===== config.mk =====
export PLATFORM = sky130hd
export DESIGN_NAME = controlUnit
export DESIGN_NICKNAME = d
export VERILOG_FILES = /design/src/rtl/cuPkg.sv /design/src/rtl/opcodeDecode.sv /design/src/rtl/stepSequencer.sv /design/src/rtl/controlWordGen.sv /design/src/rtl/controlUnit.sv
export SDC_FILE = /design/constraint.sdc
export NUM_CORES = 1
export LEC_CHECK = 0
export ABC_AREA = 1
export ABC_CLOCK_PERIOD_IN_PS = 2980
export BUFFER_PORTS_ARGS = -buffer_cell sky130_fd_sc_hd__buf_4
export CORE_UTILIZATION = 50
export CTS_BUF_LIST = sky130_fd_sc_hd__clkbuf_4 sky130_fd_sc_hd__clkbuf_8 sky130_fd_sc_hd__clkbuf_16
export CTS_CLUSTER_SIZE = 40
export DETAILED_ROUTE_END_ITERATION = 10
export PLACE_DENSITY_LB_ADDON = 0.12
export SLEW_MARGIN = 20
export SYNTH_ARGS = -nofsm -noshare
export SYNTH_HDL_FRONTEND = slang
export SYNTH_SLANG_ARGS = --single-unit

===== constraint.sdc =====
create_clock -name clk -period 2.98 [get_ports clk]
set_input_delay 0.298 -clock clk [delete_from_list [all_inputs] [get_ports clk]]
set_output_delay 0.298 -clock clk [all_outputs]
set_load 0.05 [all_outputs]

===== src/rtl/cuPkg.sv =====
package cuPkg;

	// Instruction word layout
	localparam int WordWidth = 32;
	localparam int OpcodeMsb = 31; // Opcode sits in the top five bits
	localparam int OpcodeLsb = 27;

	typedef logic [WordWidth-1:0] word_t;
	typedef logic [OpcodeMsb-OpcodeLsb:0] opcode_t;
	typedef logic [2:0] step_t; // Step 0..2 is fetch, execute runs 3..7
	typedef logic [5:0] divCount_t; // Must hold DivWaitCycles

	localparam step_t FirstExecStep = 3'd3;
	localparam int DivWaitCycles = 32; // Divider needs one cycle per quotient bit

	// Opcode values, same numbering as the instruction set sheet
	localparam opcode_t OpLd   = 5'd0;
	localparam opcode_t OpLdi  = 5'd1;
	localparam opcode_t OpSt   = 5'd2;
	localparam opcode_t OpAdd  = 5'd3;
	localparam opcode_t OpSub  = 5'd4;
	localparam opcode_t OpAnd  = 5'd5;
	localparam opcode_t OpOr   = 5'd6;
	localparam opcode_t OpRor  = 5'd7;
	localparam opcode_t OpRol  = 5'd8;
	localparam opcode_t OpShr  = 5'd9;
	localparam opcode_t OpShra = 5'd10;
	localparam opcode_t OpShl  = 5'd11;
	localparam opcode_t OpAddi = 5'd12; // Immediate forms take C from the IR
	localparam opcode_t OpAndi = 5'd13;
	localparam opcode_t OpOri  = 5'd14;
	localparam opcode_t OpDiv  = 5'd15;
	localparam opcode_t OpMul  = 5'd16;
	localparam opcode_t OpNeg  = 5'd17;
	localparam opcode_t OpNot  = 5'd18;
	localparam opcode_t OpBr   = 5'd19;
	localparam opcode_t OpJal  = 5'd20;
	localparam opcode_t OpJr   = 5'd21;
	localparam opcode_t OpIn   = 5'd22;
	localparam opcode_t OpOut  = 5'd23;
	localparam opcode_t OpMflo = 5'd24;
	localparam opcode_t OpMfhi = 5'd25;
	localparam opcode_t OpNop  = 5'd26;
	localparam opcode_t OpHalt = 5'd27; // 28..31 are unassigned

	// Sequencer states
	typedef enum logic [2:0] {
		sReset,
		sFetch0,
		sFetch1,
		sFetch2,
		sExec,
		sStopped // Held until reset
	} seqState_t;

	// Instructions grouped by their execute sequence
	typedef enum logic [4:0] {
		icLoad,
		icLoadImm,
		icStore,
		icAluReg,
		icAluImm,
		icMul,
		icDiv,
		icUnary, // neg and not
		icBranch,
		icJal,
		icJr,
		icIn,
		icOut,
		icMfhi,
		icMflo,
		icNop,
		icHalt,
		icIllegal
	} instrClass_t;

	// ALU operation field
	typedef enum logic [3:0] {
		aluNone,
		aluAdd,
		aluSub,
		aluMul,
		aluDiv,
		aluShr,
		aluShra,
		aluShl,
		aluRor,
		aluRol,
		aluAnd,
		aluOr,
		aluNeg,
		aluNot
	} aluOp_t;

endpackage


===== src/rtl/opcodeDecode.sv =====
`timescale 1ns/1ps

module opcodeDecode (
	input  cuPkg::word_t       irContents,
	output cuPkg::instrClass_t instrClass,
	output cuPkg::aluOp_t      execAluOp,
	output cuPkg::step_t       lastStep,
	output cuPkg::step_t       longStep,
	output logic               stopAfter,
	output logic               illegal
);

	cuPkg::opcode_t opcode;

	assign opcode = irContents[cuPkg::OpcodeMsb:cuPkg::OpcodeLsb];

	// Opcode to instruction class
	always_comb begin
		case (opcode)
			cuPkg::OpLd: instrClass = cuPkg::icLoad;
			cuPkg::OpLdi: instrClass = cuPkg::icLoadImm;
			cuPkg::OpSt: instrClass = cuPkg::icStore;
			cuPkg::OpAdd, cuPkg::OpSub, cuPkg::OpAnd, cuPkg::OpOr,
			cuPkg::OpRor, cuPkg::OpRol, cuPkg::OpShr, cuPkg::OpShra,
			cuPkg::OpShl: instrClass = cuPkg::icAluReg;
			cuPkg::OpAddi, cuPkg::OpAndi, cuPkg::OpOri: instrClass = cuPkg::icAluImm;
			cuPkg::OpDiv: instrClass = cuPkg::icDiv;
			cuPkg::OpMul: instrClass = cuPkg::icMul;
			cuPkg::OpNeg, cuPkg::OpNot: instrClass = cuPkg::icUnary;
			cuPkg::OpBr: instrClass = cuPkg::icBranch;
			cuPkg::OpJal: instrClass = cuPkg::icJal;
			cuPkg::OpJr: instrClass = cuPkg::icJr;
			cuPkg::OpIn: instrClass = cuPkg::icIn;
			cuPkg::OpOut: instrClass = cuPkg::icOut;
			cuPkg::OpMflo: instrClass = cuPkg::icMflo;
			cuPkg::OpMfhi: instrClass = cuPkg::icMfhi;
			cuPkg::OpNop: instrClass = cuPkg::icNop;
			cuPkg::OpHalt: instrClass = cuPkg::icHalt;
			default: instrClass = cuPkg::icIllegal; // Unassigned opcode
		endcase
	end

	// Operation applied in the compute step
	always_comb begin
		case (opcode)
			cuPkg::OpLd, cuPkg::OpLdi, cuPkg::OpSt, cuPkg::OpAdd,
			cuPkg::OpAddi, cuPkg::OpBr: execAluOp = cuPkg::aluAdd; // Address and offset sums
			cuPkg::OpSub: execAluOp = cuPkg::aluSub;
			cuPkg::OpAnd, cuPkg::OpAndi: execAluOp = cuPkg::aluAnd;
			cuPkg::OpOr, cuPkg::OpOri: execAluOp = cuPkg::aluOr;
			cuPkg::OpRor: execAluOp = cuPkg::aluRor;
			cuPkg::OpRol: execAluOp = cuPkg::aluRol;
			cuPkg::OpShr: execAluOp = cuPkg::aluShr;
			cuPkg::OpShra: execAluOp = cuPkg::aluShra;
			cuPkg::OpShl: execAluOp = cuPkg::aluShl;
			cuPkg::OpDiv: execAluOp = cuPkg::aluDiv;
			cuPkg::OpMul: execAluOp = cuPkg::aluMul;
			cuPkg::OpNeg: execAluOp = cuPkg::aluNeg;
			cuPkg::OpNot: execAluOp = cuPkg::aluNot;
			default: execAluOp = cuPkg::aluNone;
		endcase
	end

	// Length of each execute sequence
	always_comb begin
		case (instrClass)
			cuPkg::icLoad, cuPkg::icStore: lastStep = 3'd7;
			cuPkg::icLoadImm, cuPkg::icAluReg, cuPkg::icAluImm: lastStep = 3'd5;
			cuPkg::icMul, cuPkg::icDiv, cuPkg::icBranch: lastStep = 3'd6;
			cuPkg::icUnary, cuPkg::icJal: lastStep = 3'd4;
			default: lastStep = cuPkg::FirstExecStep; // Single-row instructions
		endcase
	end

	assign longStep = (instrClass == cuPkg::icDiv) ? 3'd4 : 3'd0; // 0 never matches in execute
	assign stopAfter = (instrClass == cuPkg::icHalt);
	assign illegal = (instrClass == cuPkg::icIllegal);

endmodule


===== src/rtl/stepSequencer.sv =====
`timescale 1ns/1ps

module stepSequencer (
	input  logic             clk,
	input  logic             reset,
	input  cuPkg::step_t     lastStep,
	input  cuPkg::step_t     longStep,
	input  logic             stopAfter,
	input  logic             illegal,
	output cuPkg::seqState_t state,
	output cuPkg::step_t     step,
	output logic             stepFirst
);

	cuPkg::seqState_t stateNext;
	cuPkg::step_t stepNext;
	cuPkg::divCount_t divCount; // Extra cycles spent in the long step
	cuPkg::divCount_t divCountNext;
	logic inLongStep;
	logic divDone;

	assign inLongStep = (state == cuPkg::sExec) && (step == longStep);
	assign divDone = (divCount == cuPkg::divCount_t'(cuPkg::DivWaitCycles));

	// Only the opening cycle of the stretched step
	assign stepFirst = inLongStep && (divCount == '0);

	always_comb begin
		stateNext = state;
		stepNext = step;
		divCountNext = '0; // Cleared whenever the long step is not in progress
		case (state)
			cuPkg::sReset: begin
				stateNext = cuPkg::sFetch0;
			end
			cuPkg::sFetch0: begin
				stateNext = cuPkg::sFetch1;
			end
			cuPkg::sFetch1: begin
				stateNext = cuPkg::sFetch2;
			end
			cuPkg::sFetch2: begin
				// IR loads on this edge
				stateNext = cuPkg::sExec;
				stepNext = cuPkg::FirstExecStep;
			end
			cuPkg::sExec: begin
				if (illegal) begin
					stateNext = cuPkg::sReset; // Restart with a fresh clear pulse
				end else if (stopAfter) begin
					stateNext = cuPkg::sStopped;
				end else if (inLongStep && !divDone) begin
					divCountNext = divCount + 1'b1; // Hold the step while the divider runs
				end else if (step == lastStep) begin
					stateNext = cuPkg::sFetch0;
				end else begin
					stepNext = step + 1'b1;
				end
			end
			cuPkg::sStopped: begin
				stateNext = cuPkg::sStopped; // Only reset leaves here
			end
			default: begin
				stateNext = cuPkg::sReset;
			end
		endcase
	end

	always_ff @(posedge clk or posedge reset) begin
		if (reset) begin
			state <= cuPkg::sReset;
			step <= cuPkg::FirstExecStep;
			divCount <= '0;
		end else begin
			state <= stateNext;
			step <= stepNext;
			divCount <= divCountNext;
		end
	end

endmodule


===== src/rtl/controlWordGen.sv =====
`timescale 1ns/1ps

module controlWordGen (
	input  cuPkg::seqState_t   state,
	input  cuPkg::step_t       step,
	input  logic               stepFirst,
	input  cuPkg::instrClass_t instrClass,
	input  cuPkg::aluOp_t      execAluOp,
	input  logic               conFf,
	// Register loads from the bus
	output logic rIn, hiIn, loIn, conIn, pcIn, irIn, yIn, zIn, marIn, mdrIn, outportIn,
	// Bus drivers
	output logic rOut, mdrOut, hiOut, loOut, zHiOut, zLoOut, pcOut, cOut, inportOut,
	// Register file selects
	output logic gra, grb, grc, baOut,
	output logic read, write, run, clear, incPc, resetDivision,
	output cuPkg::aluOp_t aluOp
);

	logic aluStep; // Compute step of the current instruction

	assign aluOp = aluStep ? execAluOp : cuPkg::aluNone;

	always_comb begin
		{rIn, hiIn, loIn, conIn, pcIn, irIn, yIn, zIn, marIn, mdrIn, outportIn,
			rOut, mdrOut, hiOut, loOut, zHiOut, zLoOut, pcOut, cOut, inportOut,
			gra, grb, grc, baOut, read, write, incPc, resetDivision, aluStep} = '0;
		clear = (state == cuPkg::sReset);
		run = (state != cuPkg::sStopped); // Halt row below also drops it
		case (state)
			cuPkg::sFetch0: begin
				pcOut = 1'b1;
				marIn = 1'b1;
				zIn = 1'b1;
			end
			cuPkg::sFetch1: begin
				zLoOut = 1'b1; // Incremented PC back into PC
				pcIn = 1'b1;
				read = 1'b1;
				mdrIn = 1'b1;
			end
			cuPkg::sFetch2: begin
				mdrOut = 1'b1;
				irIn = 1'b1;
				incPc = 1'b1;
			end
			cuPkg::sExec: begin
				case (step)
					cuPkg::FirstExecStep: begin
						case (instrClass)
							cuPkg::icLoad, cuPkg::icLoadImm, cuPkg::icStore: begin
								grb = 1'b1;
								baOut = 1'b1; // R0 reads as zero for the base
								rOut = 1'b1;
								yIn = 1'b1;
							end
							cuPkg::icAluReg, cuPkg::icAluImm, cuPkg::icMul, cuPkg::icDiv: begin
								grb = 1'b1;
								rOut = 1'b1;
								yIn = 1'b1;
							end
							cuPkg::icUnary: begin
								grb = 1'b1;
								rOut = 1'b1;
								yIn = 1'b1;
								zIn = 1'b1;
								aluStep = 1'b1; // Single operand so it computes right away
							end
							cuPkg::icBranch: begin
								gra = 1'b1;
								rOut = 1'b1;
								conIn = 1'b1; // Evaluate the condition into CON FF
							end
							cuPkg::icJal: begin
								zLoOut = 1'b1; // Z still holds the return address
								gra = 1'b1;
								rIn = 1'b1;
							end
							cuPkg::icJr: begin
								gra = 1'b1;
								rOut = 1'b1;
								pcIn = 1'b1;
							end
							cuPkg::icIn: begin
								gra = 1'b1;
								rIn = 1'b1;
								inportOut = 1'b1;
							end
							cuPkg::icOut: begin
								gra = 1'b1;
								rOut = 1'b1;
								outportIn = 1'b1;
							end
							cuPkg::icMfhi: begin
								gra = 1'b1;
								rIn = 1'b1;
								hiOut = 1'b1;
							end
							cuPkg::icMflo: begin
								gra = 1'b1;
								rIn = 1'b1;
								loOut = 1'b1;
							end
							cuPkg::icHalt: run = 1'b0;
							default: ; // nop and unknown opcodes drive nothing
						endcase
					end
					3'd4: begin
						case (instrClass)
							cuPkg::icLoad, cuPkg::icLoadImm, cuPkg::icStore, cuPkg::icAluImm: begin
								cOut = 1'b1; // Sign-extended constant from the IR
								zIn = 1'b1;
								aluStep = 1'b1;
							end
							cuPkg::icAluReg: begin
								grc = 1'b1;
								rOut = 1'b1;
								zIn = 1'b1;
								aluStep = 1'b1;
							end
							cuPkg::icMul, cuPkg::icDiv: begin
								gra = 1'b1;
								rOut = 1'b1;
								zIn = 1'b1;
								aluStep = 1'b1;
								resetDivision = stepFirst; // Only div has a first cycle flagged
							end
							cuPkg::icUnary: begin
								zLoOut = 1'b1;
								gra = 1'b1;
								rIn = 1'b1;
							end
							cuPkg::icBranch: begin
								pcOut = 1'b1;
								yIn = 1'b1;
							end
							cuPkg::icJal: begin
								gra = 1'b1;
								rOut = 1'b1;
								pcIn = 1'b1;
							end
							default: ;
						endcase
					end
					3'd5: begin
						case (instrClass)
							cuPkg::icLoad, cuPkg::icStore: begin
								zLoOut = 1'b1; // Effective address into MAR
								marIn = 1'b1;
							end
							cuPkg::icLoadImm, cuPkg::icAluReg, cuPkg::icAluImm: begin
								zLoOut = 1'b1;
								gra = 1'b1;
								rIn = 1'b1;
							end
							cuPkg::icMul, cuPkg::icDiv: begin
								zLoOut = 1'b1;
								loIn = 1'b1;
							end
							cuPkg::icBranch: begin
								cOut = 1'b1; // PC plus displacement
								zIn = 1'b1;
								aluStep = 1'b1;
							end
							default: ;
						endcase
					end
					3'd6: begin
						case (instrClass)
							cuPkg::icLoad: begin
								read = 1'b1;
								mdrIn = 1'b1;
							end
							cuPkg::icStore: begin
								gra = 1'b1;
								rOut = 1'b1;
								mdrIn = 1'b1;
							end
							cuPkg::icMul, cuPkg::icDiv: begin
								zHiOut = 1'b1;
								hiIn = 1'b1;
							end
							cuPkg::icBranch: begin
								zLoOut = 1'b1;
								pcIn = conFf; // Taken only when the condition held
							end
							default: ;
						endcase
					end
					3'd7: begin
						if (instrClass == cuPkg::icLoad) begin
							mdrOut = 1'b1;
							gra = 1'b1;
							rIn = 1'b1;
						end else if (instrClass == cuPkg::icStore) begin
							write = 1'b1;
						end
					end
					default: ;
				endcase
			end
			default: ; // Reset and stopped rows come from the defaults
		endcase
	end

endmodule


===== src/rtl/controlUnit.sv =====
`timescale 1ns/1ps

module controlUnit (
	input  logic         clk,
	input  logic         reset,
	input  cuPkg::word_t irContents, // IR output, stable during execute
	input  logic         conFf,
	output logic rIn, hiIn, loIn, conIn, pcIn, irIn, yIn, zIn, marIn, mdrIn, outportIn,
	output logic rOut, mdrOut, hiOut, loOut, zHiOut, zLoOut, pcOut, cOut, inportOut,
	output logic gra, grb, grc, baOut,
	output logic read, write, run, clear, incPc, resetDivision,
	output cuPkg::aluOp_t aluOp
);

	cuPkg::instrClass_t instrClass;
	cuPkg::aluOp_t execAluOp;
	cuPkg::step_t lastStep;
	cuPkg::step_t longStep;
	logic stopAfter;
	logic illegal;
	cuPkg::seqState_t state;
	cuPkg::step_t step;
	logic stepFirst;

	opcodeDecode decode0 (
		.irContents(irContents),
		.instrClass(instrClass),
		.execAluOp(execAluOp),
		.lastStep(lastStep),
		.longStep(longStep),
		.stopAfter(stopAfter),
		.illegal(illegal)
	);

	stepSequencer seq0 (
		.clk(clk),
		.reset(reset),
		.lastStep(lastStep),
		.longStep(longStep),
		.stopAfter(stopAfter),
		.illegal(illegal),
		.state(state),
		.step(step),
		.stepFirst(stepFirst)
	);

	// Strobe names match the top ports one to one
	controlWordGen ctrlGen0 (.*);

endmodule


Word-level counts from Yosys, hierarchy flattened
Memories as Yosys holds them, arrays and structs flattened.
Cells that the tools add are included.
- register bits: 12
- bits in latches: 0
- RAM bits: 0
- memory bits (read-only): 336
- bits of input ports: 35
- logic and storage cells: 164
- memories kept: 3
- add/subtract/negate cells: 2
- multiply operators: 0
- div/mod/pow operators: 0
- order comparisons: 0
- equality and inequality tests: 36
- shift-type cells: 0
- muxes and demuxes: 98
- bitwise logic cells: 0
- reductions and logical operators: 22
- memories (memory ; words ; width ; read ports ; clocked after Yosys merged registers in ; write ports ; line ; RTL):
    (name not given) ; 32 ; 5 ; 1 ; 0 ; 0 ; opcodeDecode.sv:19 ; case (opcode)
    (name not given) ; 32 ; 4 ; 1 ; 0 ; 0 ; opcodeDecode.sv:45 ; case (opcode)
    (name not given) ; 16 ; 3 ; 1 ; 0 ; 0 ; opcodeDecode.sv:66 ; case (instrClass)
- operators by type and width (cell ; number):
    2-to-1 mux 1 bit ; 65
    == test 5 x 4 -> 1 bit (second input constant) ; 7
    2-to-1 mux 3 bit ; 10
    2-to-1 mux 6 bit ; 4
    == test 5 x 3 -> 1 bit (second input constant) ; 4
    case mux 1 bit (2 select lines) ; 10
    == test 3 bit (second input constant) ; 6
    case mux 3 bit (6 select lines) ; 1
    OR reduction 4 bit ; 4
    OR reduction 7 bit ; 2
    OR reduction 11 bit ; 1
    == test 5 x 2 -> 1 bit (second input constant) ; 2
    == test 5 bit (second input constant) ; 2
    == test 3 x 2 -> 1 bit (second input constant) ; 3
    case mux 1 bit (3 select lines) ; 3
    != test 2 bit (second input constant) ; 4
    != test 4 bit (second input constant) ; 2
    case mux 1 bit (4 select lines) ; 2
    OR reduction 8 bit ; 1
    adder 6 x 1 -> 6 bit (second input constant) ; 1
    == test 3 bit ; 2
    == test 6 bit (second input constant) ; 1
    zero test 6 bit ; 1
    case mux 3 bit (2 select lines) ; 1
    15 further kinds ; 19

Logic depth before layout (Yosys ltp)
Gate-level depths: netlist of run 1.
An unclocked memory read counts as a cell.
- depth after elaboration: 10
- mapped depth: 20
- mapped depth without buffers: 20

Hierarchy
Synthesis of run 1 repeated with hierarchy kept, for this count alone.
- cell total of the unflattened synthesis: 375
- area, all modules: 2270.9 um^2
- modules (own cells, without submodules) (module ; times used ; cells each ; area an instance (um^2) ; seq. area each (um^2)):
    stepSequencer ; 1 ; 112 ; 867.1 ; 302.8
    controlWordGen ; 1 ; 165 ; 835.8 ; 0.0
    opcodeDecode ; 1 ; 98 ; 568.0 ; 0.0

Worst setup path after synthesis of run 1
No wires, ideal clock.
- path kind: input to output
- start point: in irContents[27]
- end point: out write
- arrival time: 3147 ps
- data required time: 2682 ps
- path slack: -465 ps
- stages: 12
- path buffers: 0
- cells stage by stage: inv_1 ha_1 nor2_1 a21oi_1 nand2_1 nand2_1 inv_1 ha_1 nand2_1 nor2_1 inv_1 nor4_1
- word-level cells in the longest chain between the ends: 6
- RTL lines (element ; line ; RTL):
    start: declaration ; controlUnit.sv:6 ; input cuPkg::word_t irContents,
    memory (32 x 5 bit) (*) ; - ;
    == test 5 x 2 -> 1 bit ; controlWordGen.sv:195 ; end else if (instrClass == cuPkg::icStore) begin
    2-to-1 mux 1 bit ; controlWordGen.sv:195 ;
    2-to-1 mux 1 bit (*) ; controlWordGen.sv:191 ; if (instrClass == cuPkg::icLoad) begin
    2-to-1 mux 1 bit (*) ; controlWordGen.sv:48 ; case (step)
    2-to-1 mux 1 bit (*) ; controlWordGen.sv:30 ; case (state)
    end: declaration ; controlUnit.sv:11 ; output logic read, write, run, clear, incPc, resetDivision,
Every way passes the cells marked *; elsewhere a longest branch is shown, timed or not.

Worst setup path in the final report of run 1
- start point: in irContents[28]
- end point: out gra
- word-level cells in the longest chain between the ends: 6
- RTL lines (element ; line ; RTL):
    memory (32 x 5 bit) (*) ; - ;
    == test 5 x 4 -> 1 bit (tied with other cells) ; controlWordGen.sv:50 ; case (instrClass)
    OR reduction 7 bit (no line) (tied with other cells) ; - ;
    2-to-1 mux 1 bit, on equally long branches ; controlWordGen.sv:50, controlWordGen.sv:109, controlWordGen.sv:146 ;
    case mux 1 bit (5 select lines) (*) ; controlWordGen.sv:48 ;
    2-to-1 mux 1 bit (*) ; controlWordGen.sv:30 ;
    end: declaration ; controlUnit.sv:10 ; output logic gra, grb, grc, baOut,
Marked as above.

==> flow_summary_export.csv, run 1 <==
group,metric,value,unit
global_route,gr-usage-met3,0.0438,
yosys,synthTopCellsByArea,"nand2_1, dfrtp_1, ha_1",
yosys,synth_area,1860,um^2
cts,root_buffer,"clkbuf_8",
yosys,synthFlopType,"dfrtp_1",
sta,hold_viol_final,0,
sta,worst_pin_slew,0.550,ns
power,pwr_density_cell,581,nW/um^2
critical_path,path_class,"in2out",
floorplanning,dieArea,3960,um^2
routing,wl,5540,um
critical_path,crit_family,"simple AND/OR/NAND/NOR gates",
critical_path,cp.arrival,2.60,ns
routing,vias_per_cell,5.30,
sta,fmax,0.346,GHz
cts,cts_hold_buffers,0,
global_route,grt_util_all_layers,0.294,
cts,clock_latency,0.25,ns
floorplanning,io-pin-count,69,
global_route,grt_pass1_vias,2079,
cells_and_area,nets,440,
power,power,1.50,mW
yosys,synth.largest_area_cell,"nand2_1",
cells_and_area,mostFrequentLayoutCell,"nand2_1",
yosys,yosysUniqueCellTypes,36,
cts,clock-sinks,12,
cells_and_area,finalNonFillerCells,431,
sta,drv_slew,0,
cts,clk_pin_slew,0.05,ns
floorplanning,fp.coreArea,3440,um^2
critical_path,cpPeakStageDelay,0.25,ns
yosys,synth_top_area_frac,0.172,
critical_path,crit_buf_inv,5,
power,peakVddDrop,432,uV
yosys,syn_inst,317,
sta,finalSetupViolations,0,
cells_and_area,final_cell_mix,"nand2_1, buf_4, inv_1",
critical_path,end_kind,"output pin",
routing,first_pass_iters,4,
yosys,yosys_warnings,0,
yosys,postSynthAreaPerCell,5.86,um^2
sta,finalCriticalPeriod,2.89,ns
cts,cts_tree,"done",
cts,htree_levels,1,
place,placed_area,2420,um^2
floorplanning,die_h,63.0,um
place,io_buffers,41,
sta,period_share,0.971,
cells_and_area,area_growth,38.7,%
critical_path,cpMostUsedCell,"buf_4",
place,place_hpwl,4440,um
global_route,antenna_found_initial,0,
cts,cts_buffer_depth,2,
yosys,syn_nets,371,
place,placed_cells,427,
floorplanning,die_w,63.0,um
global_route,top_usage_layer,"met2",
routing,vias,2285,
cells_and_area,diodes,0,
cells_and_area,drive_gt1_frac,0.301,
yosys,yosysSeqAreaShare,0.163,
run,cap_violations,0,
cells_and_area,design_area,2580,um^2
global_route,overflow,0,
global_route,use_met1,0.352,
yosys,synth_edf_count,0,
global_route,met2_usage,0.526,
floorplanning,initial_core_util,0.540,
critical_path,crit_required,2.68,ns
status,status,"completed",
critical_path,crit_chain,"buf_4 -> inv_1 -> ha_4 -> nor2_1 -> a21oi_1 -> nand2_1 -> nand2_2 -> buf_4 -> ha_1 -> o21ai_2 -> inv_1 -> o21ai_1 -> nand3b_1 -> nor3_1 -> nor2_1 -> buf_4",
critical_path,slowest_stage,"ha_1",
power,p_leak,1.34,nW
sta,relSlewSlack,0.630,
yosys,synth-seq-cells,12,
routing,ant_nets,0,
sta,skew,0.00120,ns
worst_hold_path,hp-class,"in2async",
floorplanning,core.rowCount,21,
routing,wl_per_cell,12.8,um
routing,drt_iter0_markers,116,
global_route,grt_pass1_wl,9310,um
critical_path,path_max_fanout,5,
place,gp_congestion,0.943,
critical_path,critPathLaunchType,"input pin",
yosys,async_reset_ff_frac,1.00,
global_route,grt_max_degree,15,
cts,numCtsBuffers,3,
routing,drc,0,
==> synth_stat cells, types with 5 or more instances <==
cell and number:
nand2_1 85, nor2_1 44, inv_1 43, nand3_1 29, ha_1 19, o21ai_0 14
dfrtp_1 10, a21oi_1 8, nor3_1 8, nand4_1 7, o21ai_1 5
==> final timing paths <==
path	from	endpoint	slack [ns]	depth (start not counted)
max	irContents[28]	gra	0.09	16
min	reset	seq0.divCount[0]$_DFF_PP0_	0.06	2
max reg2reg	seq0.state[0]$_DFFE_PP0P_	seq0.divCount[3]$_DFF_PP0_	0.99	7
min reg2reg	seq0.divCount[0]$_DFF_PP0_	seq0.divCount[0]$_DFF_PP0_	0.50	1
max in group asynchronous	reset	seq0.step[1]$_DFFE_PP1P_	2.58	2
min in group clk	seq0.divCount[0]$_DFF_PP0_	seq0.divCount[0]$_DFF_PP0_	0.50	1
==> cell families (layout without fill, tap and decap cells) <==
kind of cell	after synthesis	after routing	share of synthesized area
adder cells (fa/ha/maj)	19	19	0.128
XOR/XNOR	3	3	0.0141
buffers and inverters	55	123	0.119
flip-flops	12	12	0.163
AO/OA/AOI/OAI	38	38	0.119
AND/OR/NAND/NOR	190	190	0.457
==> metrics by stage <==
stage	TNS, ns	util	hold WS [ns]	setup WS (ns)
detailed placement	-0.216	0.703	0.331	-0.0728
global route	-0.0256	0.748	0.103	-0.0256
global placement	-0.0165	0.703	0.326	-0.0118
finish	0	0.748	0.0639	0.0864
floorplan	-0.162	-	0.161	-0.0805
CTS	0	0.724	0.0667	0.0474
==> power by group <==
group	internal [mW]	leakage, nW	switching [mW]	total, mW
clock	0.117	0.0288	0.0626	0.179
combinational	0.326	1.16	0.700	1.03
sequential	0.218	0.156	0.0740	0.292
==> worst register-to-register path, cell delays in order (launching register included) <==
cell,delay [ns]
dfrtp_1,0.44
nor3_4,0.22
clkinv_1,0.34
nor2_1,0.24
nand4_1,0.14
nor2_1,0.10
nand2_1,0.20
nor3b_2,0.23
==> what timing repair did <==
action                                  in CTS  in global routing
endpoints found under the hold margin        0                  0
cloned                                       0                  0
endpoints found under the setup margin       5                 12
buffers inserted                             0                  0
pin swaps                                    1                  4
gates resized for setup                      4                 26
==> per-layer routing <==
layer | up-vias | routed length (um)
met5 | - | 0
met2 | 73 | 2830
met3 | 11 | 237
met4 | 0 | 101
li1 | 1166 | -
met1 | 1035 | 2370
==> layout make-up <==
class                           count  area, um^2
Tap cell                           46        57.6
Multi-Input combinational cell    250        1430
Clock buffer                        4        55.1
Sequential cell                    12         303
Inverter                           48         180
Fill cell                         318         866
Timing Repair Buffer               71         552
==> flip-flops by register name, indices dropped and copies added, names as in the netlist <==
name and cells:
seq0.divCount 6, seq0.state 3, seq0.step 3
No activity file was read; power rests on OpenSTA's default activity.
==> run 2: changes to the inputs <==
Settings changed: BUFFER_PORTS_ARGS -buffer_cell sky130_fd_sc_hd__buf_4 to -buffer_cell sky130_fd_sc_hd__buf_2.
==> run 2 against run 1 <==
  * First-iteration DRC count is 27% higher
  * Power is 4.3% lower
  * Fmax is 2.1% higher
  * Combinational power is 5% lower
  * Largest power group unchanged
  * Core utilization is 2.9 points lower
  * Highest routed layer unchanged
==> flow_summary_export.csv, run 2 (same netlist as run 1, synthesis figures left out) <==
group,metric,value,unit
cts,cts_tree,"done",
critical_path,path_class,"in2out",
cells_and_area,nFillCells,317,
cells_and_area,largest_reg_flops,6,
cts,cts_setup_buffers,0,
run,cap_violations,0,
cts,cts_hold_buffers,0,
floorplanning,core.rowCount,21,
global_route,antenna_found_initial,0,
global_route,grt_max_degree,15,
power,p_leak,1.35,nW
cts,numCtsBuffers,3,
floorplanning,die_w,63.0,um
global_route,grt_pass1_vias,2091,
sta,finalSetupViolations,0,
critical_path,end_kind,"output pin",
floorplanning,io-pin-count,69,
power,pwr_density_cell,579,nW/um^2
critical_path,critPathLaunchType,"input pin",
routing,vias_per_cell,5.13,
critical_path,crit_cells,19,
status,status,"completed",
cells_and_area,final_cell_mix,"nand2_1, nor2_1, inv_1",
place,place_ws,-0.104,ns
floorplanning,fp.coreArea,3440,um^2
worst_hold_path,hp-class,"in2async",
sta,fmax,0.353,GHz
cells_and_area,largestRegisters,"seq0.divCount: 6 flops, seq0.state: 3 flops, seq0.step: 3 flops",
critical_path,path_max_fanout,5,
cells_and_area,fin_util,0.719,
cells_and_area,mostFrequentLayoutCell,"nand2_1",
sta,relSlewSlack,0.645,
cts,root_buffer,"clkbuf_8",
sta,period_share,0.951,
place,io_buffers,41,
cells_and_area,area_growth,33.3,%
cts,clock-sinks,12,
sta,skew,0.00456,ns
place,place_hpwl,4260,um
cells_and_area,drive_gt1_frac,0.284,
critical_path,r2r-end,"seq0.step[2]$_DFFE_PP0P_",
critical_path,reg2regPathDepth,11,
critical_path,crit_buf_inv,8,
critical_path,cpMostUsedCell,"inv_1",
global_route,overflow,0,
critical_path,cpPeakStageDelay,0.34,ns
routing,wl_per_cell,11.8,um
place,gp_congestion,0.928,
cts,cts_buffer_depth,2,
power,peakVddDrop,416,uV
critical_path,regToRegStartpoint,"seq0.divCount[0]$_DFF_PP0_",
critical_path,crit_required,2.68,ns
cts,clock_latency,0.24,ns
floorplanning,initial_core_util,0.540,
sta,drv_slew,0,
routing,drt_iter0_markers,147,
routing,ant_nets,0,
floorplanning,die_h,63.0,um
cells_and_area,nets,443,
critical_path,cp.arrival,2.54,ns
sta,finalCriticalPeriod,2.83,ns
critical_path,crit_chain,"buf_2 -> inv_1 -> ha_1 -> nor2_1 -> a21oi_1 -> nand2_1 -> nand2_2 -> inv_2 -> ha_1 -> inv_1 -> nor3_4 -> buf_4 -> inv_1 -> nor2_1 -> a21oi_1 -> nand2_1 -> o21ai_0 -> inv_1 -> buf_4",
global_route,grt_util_all_layers,0.277,
critical_path,crit_family,"buffers and inverters",
critical_path,slowest_stage,"ha_1",
routing,drc,0,
critical_path,reg2reg_slack,1.12,ns
global_route,grt_pass1_wl,8940,um
cells_and_area,regMostFlops,"seq0.divCount",
cts,htree_levels,1,
cts,clk_pin_slew,0.06,ns
sta,rsz0062_at_grt,"yes",
sta,worst_pin_slew,0.527,ns
cells_and_area,diodes,0,
routing,first_pass_iters,4,
routing,wl,5140,um
routing,vias,2227,
sta,hold_viol_final,0,
sta,finalWorstSetupSlack,0.146,ns
floorplanning,dieArea,3960,um^2
==> run 2: layout make-up <==
class | count | area, um^2 | area share
timing repair buffer | 74 | 488 | 0.197
sequential | 12 | 303 | 0.122
tap | 46 | 57.6 | 0.0232
multi-input combinational | 250 | 1390 | 0.562
inverter | 48 | 180 | 0.0728
clock buffer | 4 | 55.1 | 0.0222
==> run 2: layer usage <==
layer,vias to the layer above,track usage,wire length [um]
li1,1170,-,-
met1,979,0.340,2320
met3,6,0.0328,256
met5,-,0,0
met2,72,0.507,2510
met4,0,0.0610,56
==> run 2: how the worst max path moves through the flow <==
stage | start | end
after floorplan | irContents[29] | marIn
after global placement | irContents[28] | aluOp[1]
after detailed placement | irContents[28] | aluOp[1]
after CTS | irContents[28] | rIn
after global routing | irContents[28] | aluOp[0]
final | irContents[28] | rIn
==> run 2: what timing repair did <==
action / in CTS / in global routing
resized for setup: 7 / 22
setup endpoints to repair: 9 / 17
cloned: 0 / 0
pin swaps: 0 / 1
==> run 2: power breakdown <==
| group | total (mW) | switching [mW] | internal, mW |
|---|---|---|---|
| clock network | 0.178 | 0.0612 | 0.117 |
| logic | 0.982 | 0.697 | 0.285 |
| registers | 0.273 | 0.0551 | 0.218 |
==> run 2: metrics by stage <==
step	TNS [ns]	power [mW]	instance area [um^2]	cells	hold slack, ns
2_1_floorplan	-0.162	0.982	1870	317	0.161
3_3_place_gp	-0.264	1.22	2340	430	0.316
3_5_place_dp	-0.638	1.23	2340	430	0.317
4_1_cts	0	1.42	2410	434	0.0592
5_1_grt	-0.209	1.55	2480	434	0.111
6_report	0	1.43	2480	434	0.0562
==> run 3: changes to the inputs <==
Settings changed: ABC_AREA 1 to default.
==> run 3 against run 2 <==
  * Count of clock-buffer cells in the layout stayed put
  * Combinational power rose by 12%
  * Largest power group unchanged
  * Die area rose by 6.8%
  * Critical path type unchanged
  * Critical endpoint is now zIn
  * Setup slack got worse by 0.11 ns
  * Sequential power is 10% higher
  * Flip-flop and latch count did not move
  * Synthesized cell count decreased by 12%
  * Fmax shrank 3.8%
  * First-iteration DRC count up 39%
  * Global-route usage rose by 0.89 points
  * Non-clock buffer count is 17 higher
==> flow_summary_export.csv, run 3 <==
group,metric,value,unit
sta,period_share,0.989,
cells_and_area,area_growth,46.6,%
yosys,synth.largest_area_cell,"dfrtp_1",
global_route,grt_max_degree,14,
power,p_leak,1.32,nW
place,place_hpwl,4430,um
sta,finalWorstSetupSlack,0.0321,ns
floorplanning,io-pin-count,69,
routing,first_pass_iters,4,
critical_path,path_max_fanout,6,
cts,numCtsBuffers,3,
critical_path,r2r-end,"seq0.state[0]$_DFFE_PP0P_",
critical_path,end_kind,"output pin",
critical_path,reg2reg_slack,0.65,ns
global_route,grt_util_all_layers,0.285,
sta,fmax,0.339,GHz
floorplanning,fp.coreArea,3740,um^2
power,peakVddDrop,499,uV
sta,fin_tns_setup,0,ns
critical_path,crit_required,2.68,ns
power,pwr_density_cell,542,nW/um^2
yosys,yosys_warnings,0,
sta,skew,0.00375,ns
sta,rsz0062_at_grt,"yes",
yosys,syn_inst,280,
critical_path,reg2regPathDepth,7,
cts,clock-sinks,12,
yosys,synthTopCellsByArea,"dfrtp_1, ha_1, nor2_1",
routing,drc,0,
cells_and_area,largestRegisters,"seq0.divCount: 6 flops, seq0.state: 3 flops, seq0.step: 3 flops",
floorplanning,core.rowCount,22,
cells_and_area,largest_reg_flops,6,
place,gp_congestion,0.863,
cts,clock_latency,0.24,ns
floorplanning,die_h,65.1,um
critical_path,regToRegStartpoint,"seq0.divCount[0]$_DFF_PP0_",
cells_and_area,mostFrequentLayoutCell,"buf_4",
yosys,postSynthAreaPerCell,7.10,um^2
critical_path,cpPeakStageDelay,0.31,ns
critical_path,cp.arrival,2.65,ns
routing,vias_per_cell,5.77,
cells_and_area,drive_gt1_frac,0.407,
place,io_buffers,41,
cells_and_area,fin_util,0.778,
routing,drt_iter0_markers,204,
sta,relSlewSlack,0.548,
yosys,async_reset_ff_frac,1.00,
critical_path,crit_chain,"buf_6 -> ha_4 -> or2_4 -> a311oi_2 -> a21o_1 -> inv_4 -> ha_4 -> o21ai_2 -> nand3_2 -> a221oi_2 -> or3_4 -> o21ai_4 -> buf_6",
worst_hold_path,hp-class,"in2async",
yosys,synth_edf_count,0,
place,place_ws,-0.178,ns
floorplanning,die_w,65.1,um
floorplanning,initial_core_util,0.531,
status,status,"completed",
yosys,yosys-top-cells-count,"nor2_1, nand2_1, ha_1, o21ai_0, inv_1",
sta,finalCriticalPeriod,2.95,ns
yosys,yosysUniqueCellTypes,61,
routing,wl,6180,um
yosys,synth_top_area_frac,0.126,
yosys,yosysSeqAreaShare,0.152,
place,placed_cells,392,
global_route,grt_pass1_wl,9650,um
cts,htree_levels,1,
sta,hold_viol_final,0,
global_route,overflow,0,
cells_and_area,final_cell_mix,"buf_4, nor2_1, buf_2",
cells_and_area,regMostFlops,"seq0.divCount",
critical_path,path_class,"in2out",
cells_and_area,diodes,0,
routing,ant_nets,0,
run,cap_violations,0,
cts,root_buffer,"clkbuf_8",
floorplanning,dieArea,4230,um^2
cells_and_area,finalNonFillerCells,404,
yosys,synthFlopType,"dfrtp_1",
critical_path,critPathLaunchType,"input pin",
global_route,antenna_found_initial,0,
yosys,syn_nets,334,
global_route,grt_pass1_vias,2139,
sta,drv_slew,0,
cells_and_area,nets,411,
routing,wl_per_cell,15.3,um
sta,worst_pin_slew,0.669,ns
critical_path,crit_start,"irContents[27]",
routing,vias,2332,
critical_path,slowest_stage,"a221oi_2",
cts,clk_pin_slew,0.05,ns
cts,cts_buffer_depth,2,
sta,finalSetupViolations,0,
yosys,synth_area,1990,um^2
yosys,synth-seq-cells,12,
yosys,yosysMostFrequentCell,"nor2_1",
cts,cts_tree,"done",
sta,holdWs,0.0539,ns
-- run 3: changes by cell type in the layout (fill, tap and decap cells not counted), sizes merged, moves of 8 or more --
cell   previous run  this run
inv              47        13
buf              73        90
and2              0         9
nor2             48        40
nand2            89        25
nand3            29        12
and3              0         8
-- run 3: how the worst max path moves through the flow --
stage | depth (start not counted) | end | slack (ns)
6_report | 13 | zIn | 0.03
3_3_place_gp | 13 | zIn | -0.11
3_5_place_dp | 13 | seq0.step[1]$_DFFE_PP1P_ | -0.18
5_1_grt | 15 | aluOp[3] | -0.04
2_1_floorplan | 12 | pcIn | -0.002
4_1_cts | 14 | aluOp[2] | 0.003
-- run 3: repair_timing --
item                       CTS  global route
gates resized for setup     22            37
pin swaps                    4            11
hold buffers                 0             0
setup endpoints to repair   10            12
buffers inserted             4             4
-- run 3: cell families after synthesis --
kind of cell	count (synthesis)	synth area share
and+or+nand+nor	129	0.340
AOI/OAI and AO/OA	73	0.249
buffers and inverters	32	0.0692
adders and majority gates	19	0.120
DFF	12	0.152
xor gates and xnor gates	9	0.0396
muxes	6	0.0308
-- run 3: cell type report --
| class | instances | area, um^2 |
|---|---|---|
| clock buffers | 4 | 55.1 |
| fillers | 291 | 830 |
| inverters | 13 | 51.3 |
| multi-input cells | 236 | 1800 |
| flip-flops and latches | 12 | 303 |
| well taps | 48 | 60.1 |
| repair buffers | 91 | 649 |
-- run 3: worst max-delay path, delay by kind of cell --
kind                     cells  cell delay (ns)
buffers and inverters        3             0.36
adder cells (fa/ha/maj)      2             0.34
AO/OA/AOI/OAI                5             1.02
AND/OR/NAND/NOR              3             0.63
-- run 3: report_power, final --
group	leakage, nW	switching (mW)	total [mW]	internal, mW
registers	0.155	0.0965	0.301	0.205
clock network	0.0288	0.0577	0.174	0.116
logic	1.14	0.707	1.10	0.396
total	1.32	0.861	1.58	0.717
-- run 3: metal layers --
metal | up-vias | global-route usage | part of all wire
met5 | - | 0 | 0
met4 | 0 | 0.0652 | 0.019
met3 | 13 | 0.0317 | 0.057
met2 | 102 | 0.497 | 0.48
met1 | 1060 | 0.375 | 0.44
li1 | 1157 | - | -
-- run 3: per-stage QoR --
step / total power [mW] / area, um^2
6_report: 1.58 / 2910
2_1_floorplan: 1.07 / 2090
3_5_place_dp: 1.32 / 2570
3_3_place_gp: 1.31 / 2570
5_1_grt: 1.69 / 2910
4_1_cts: 1.52 / 2740
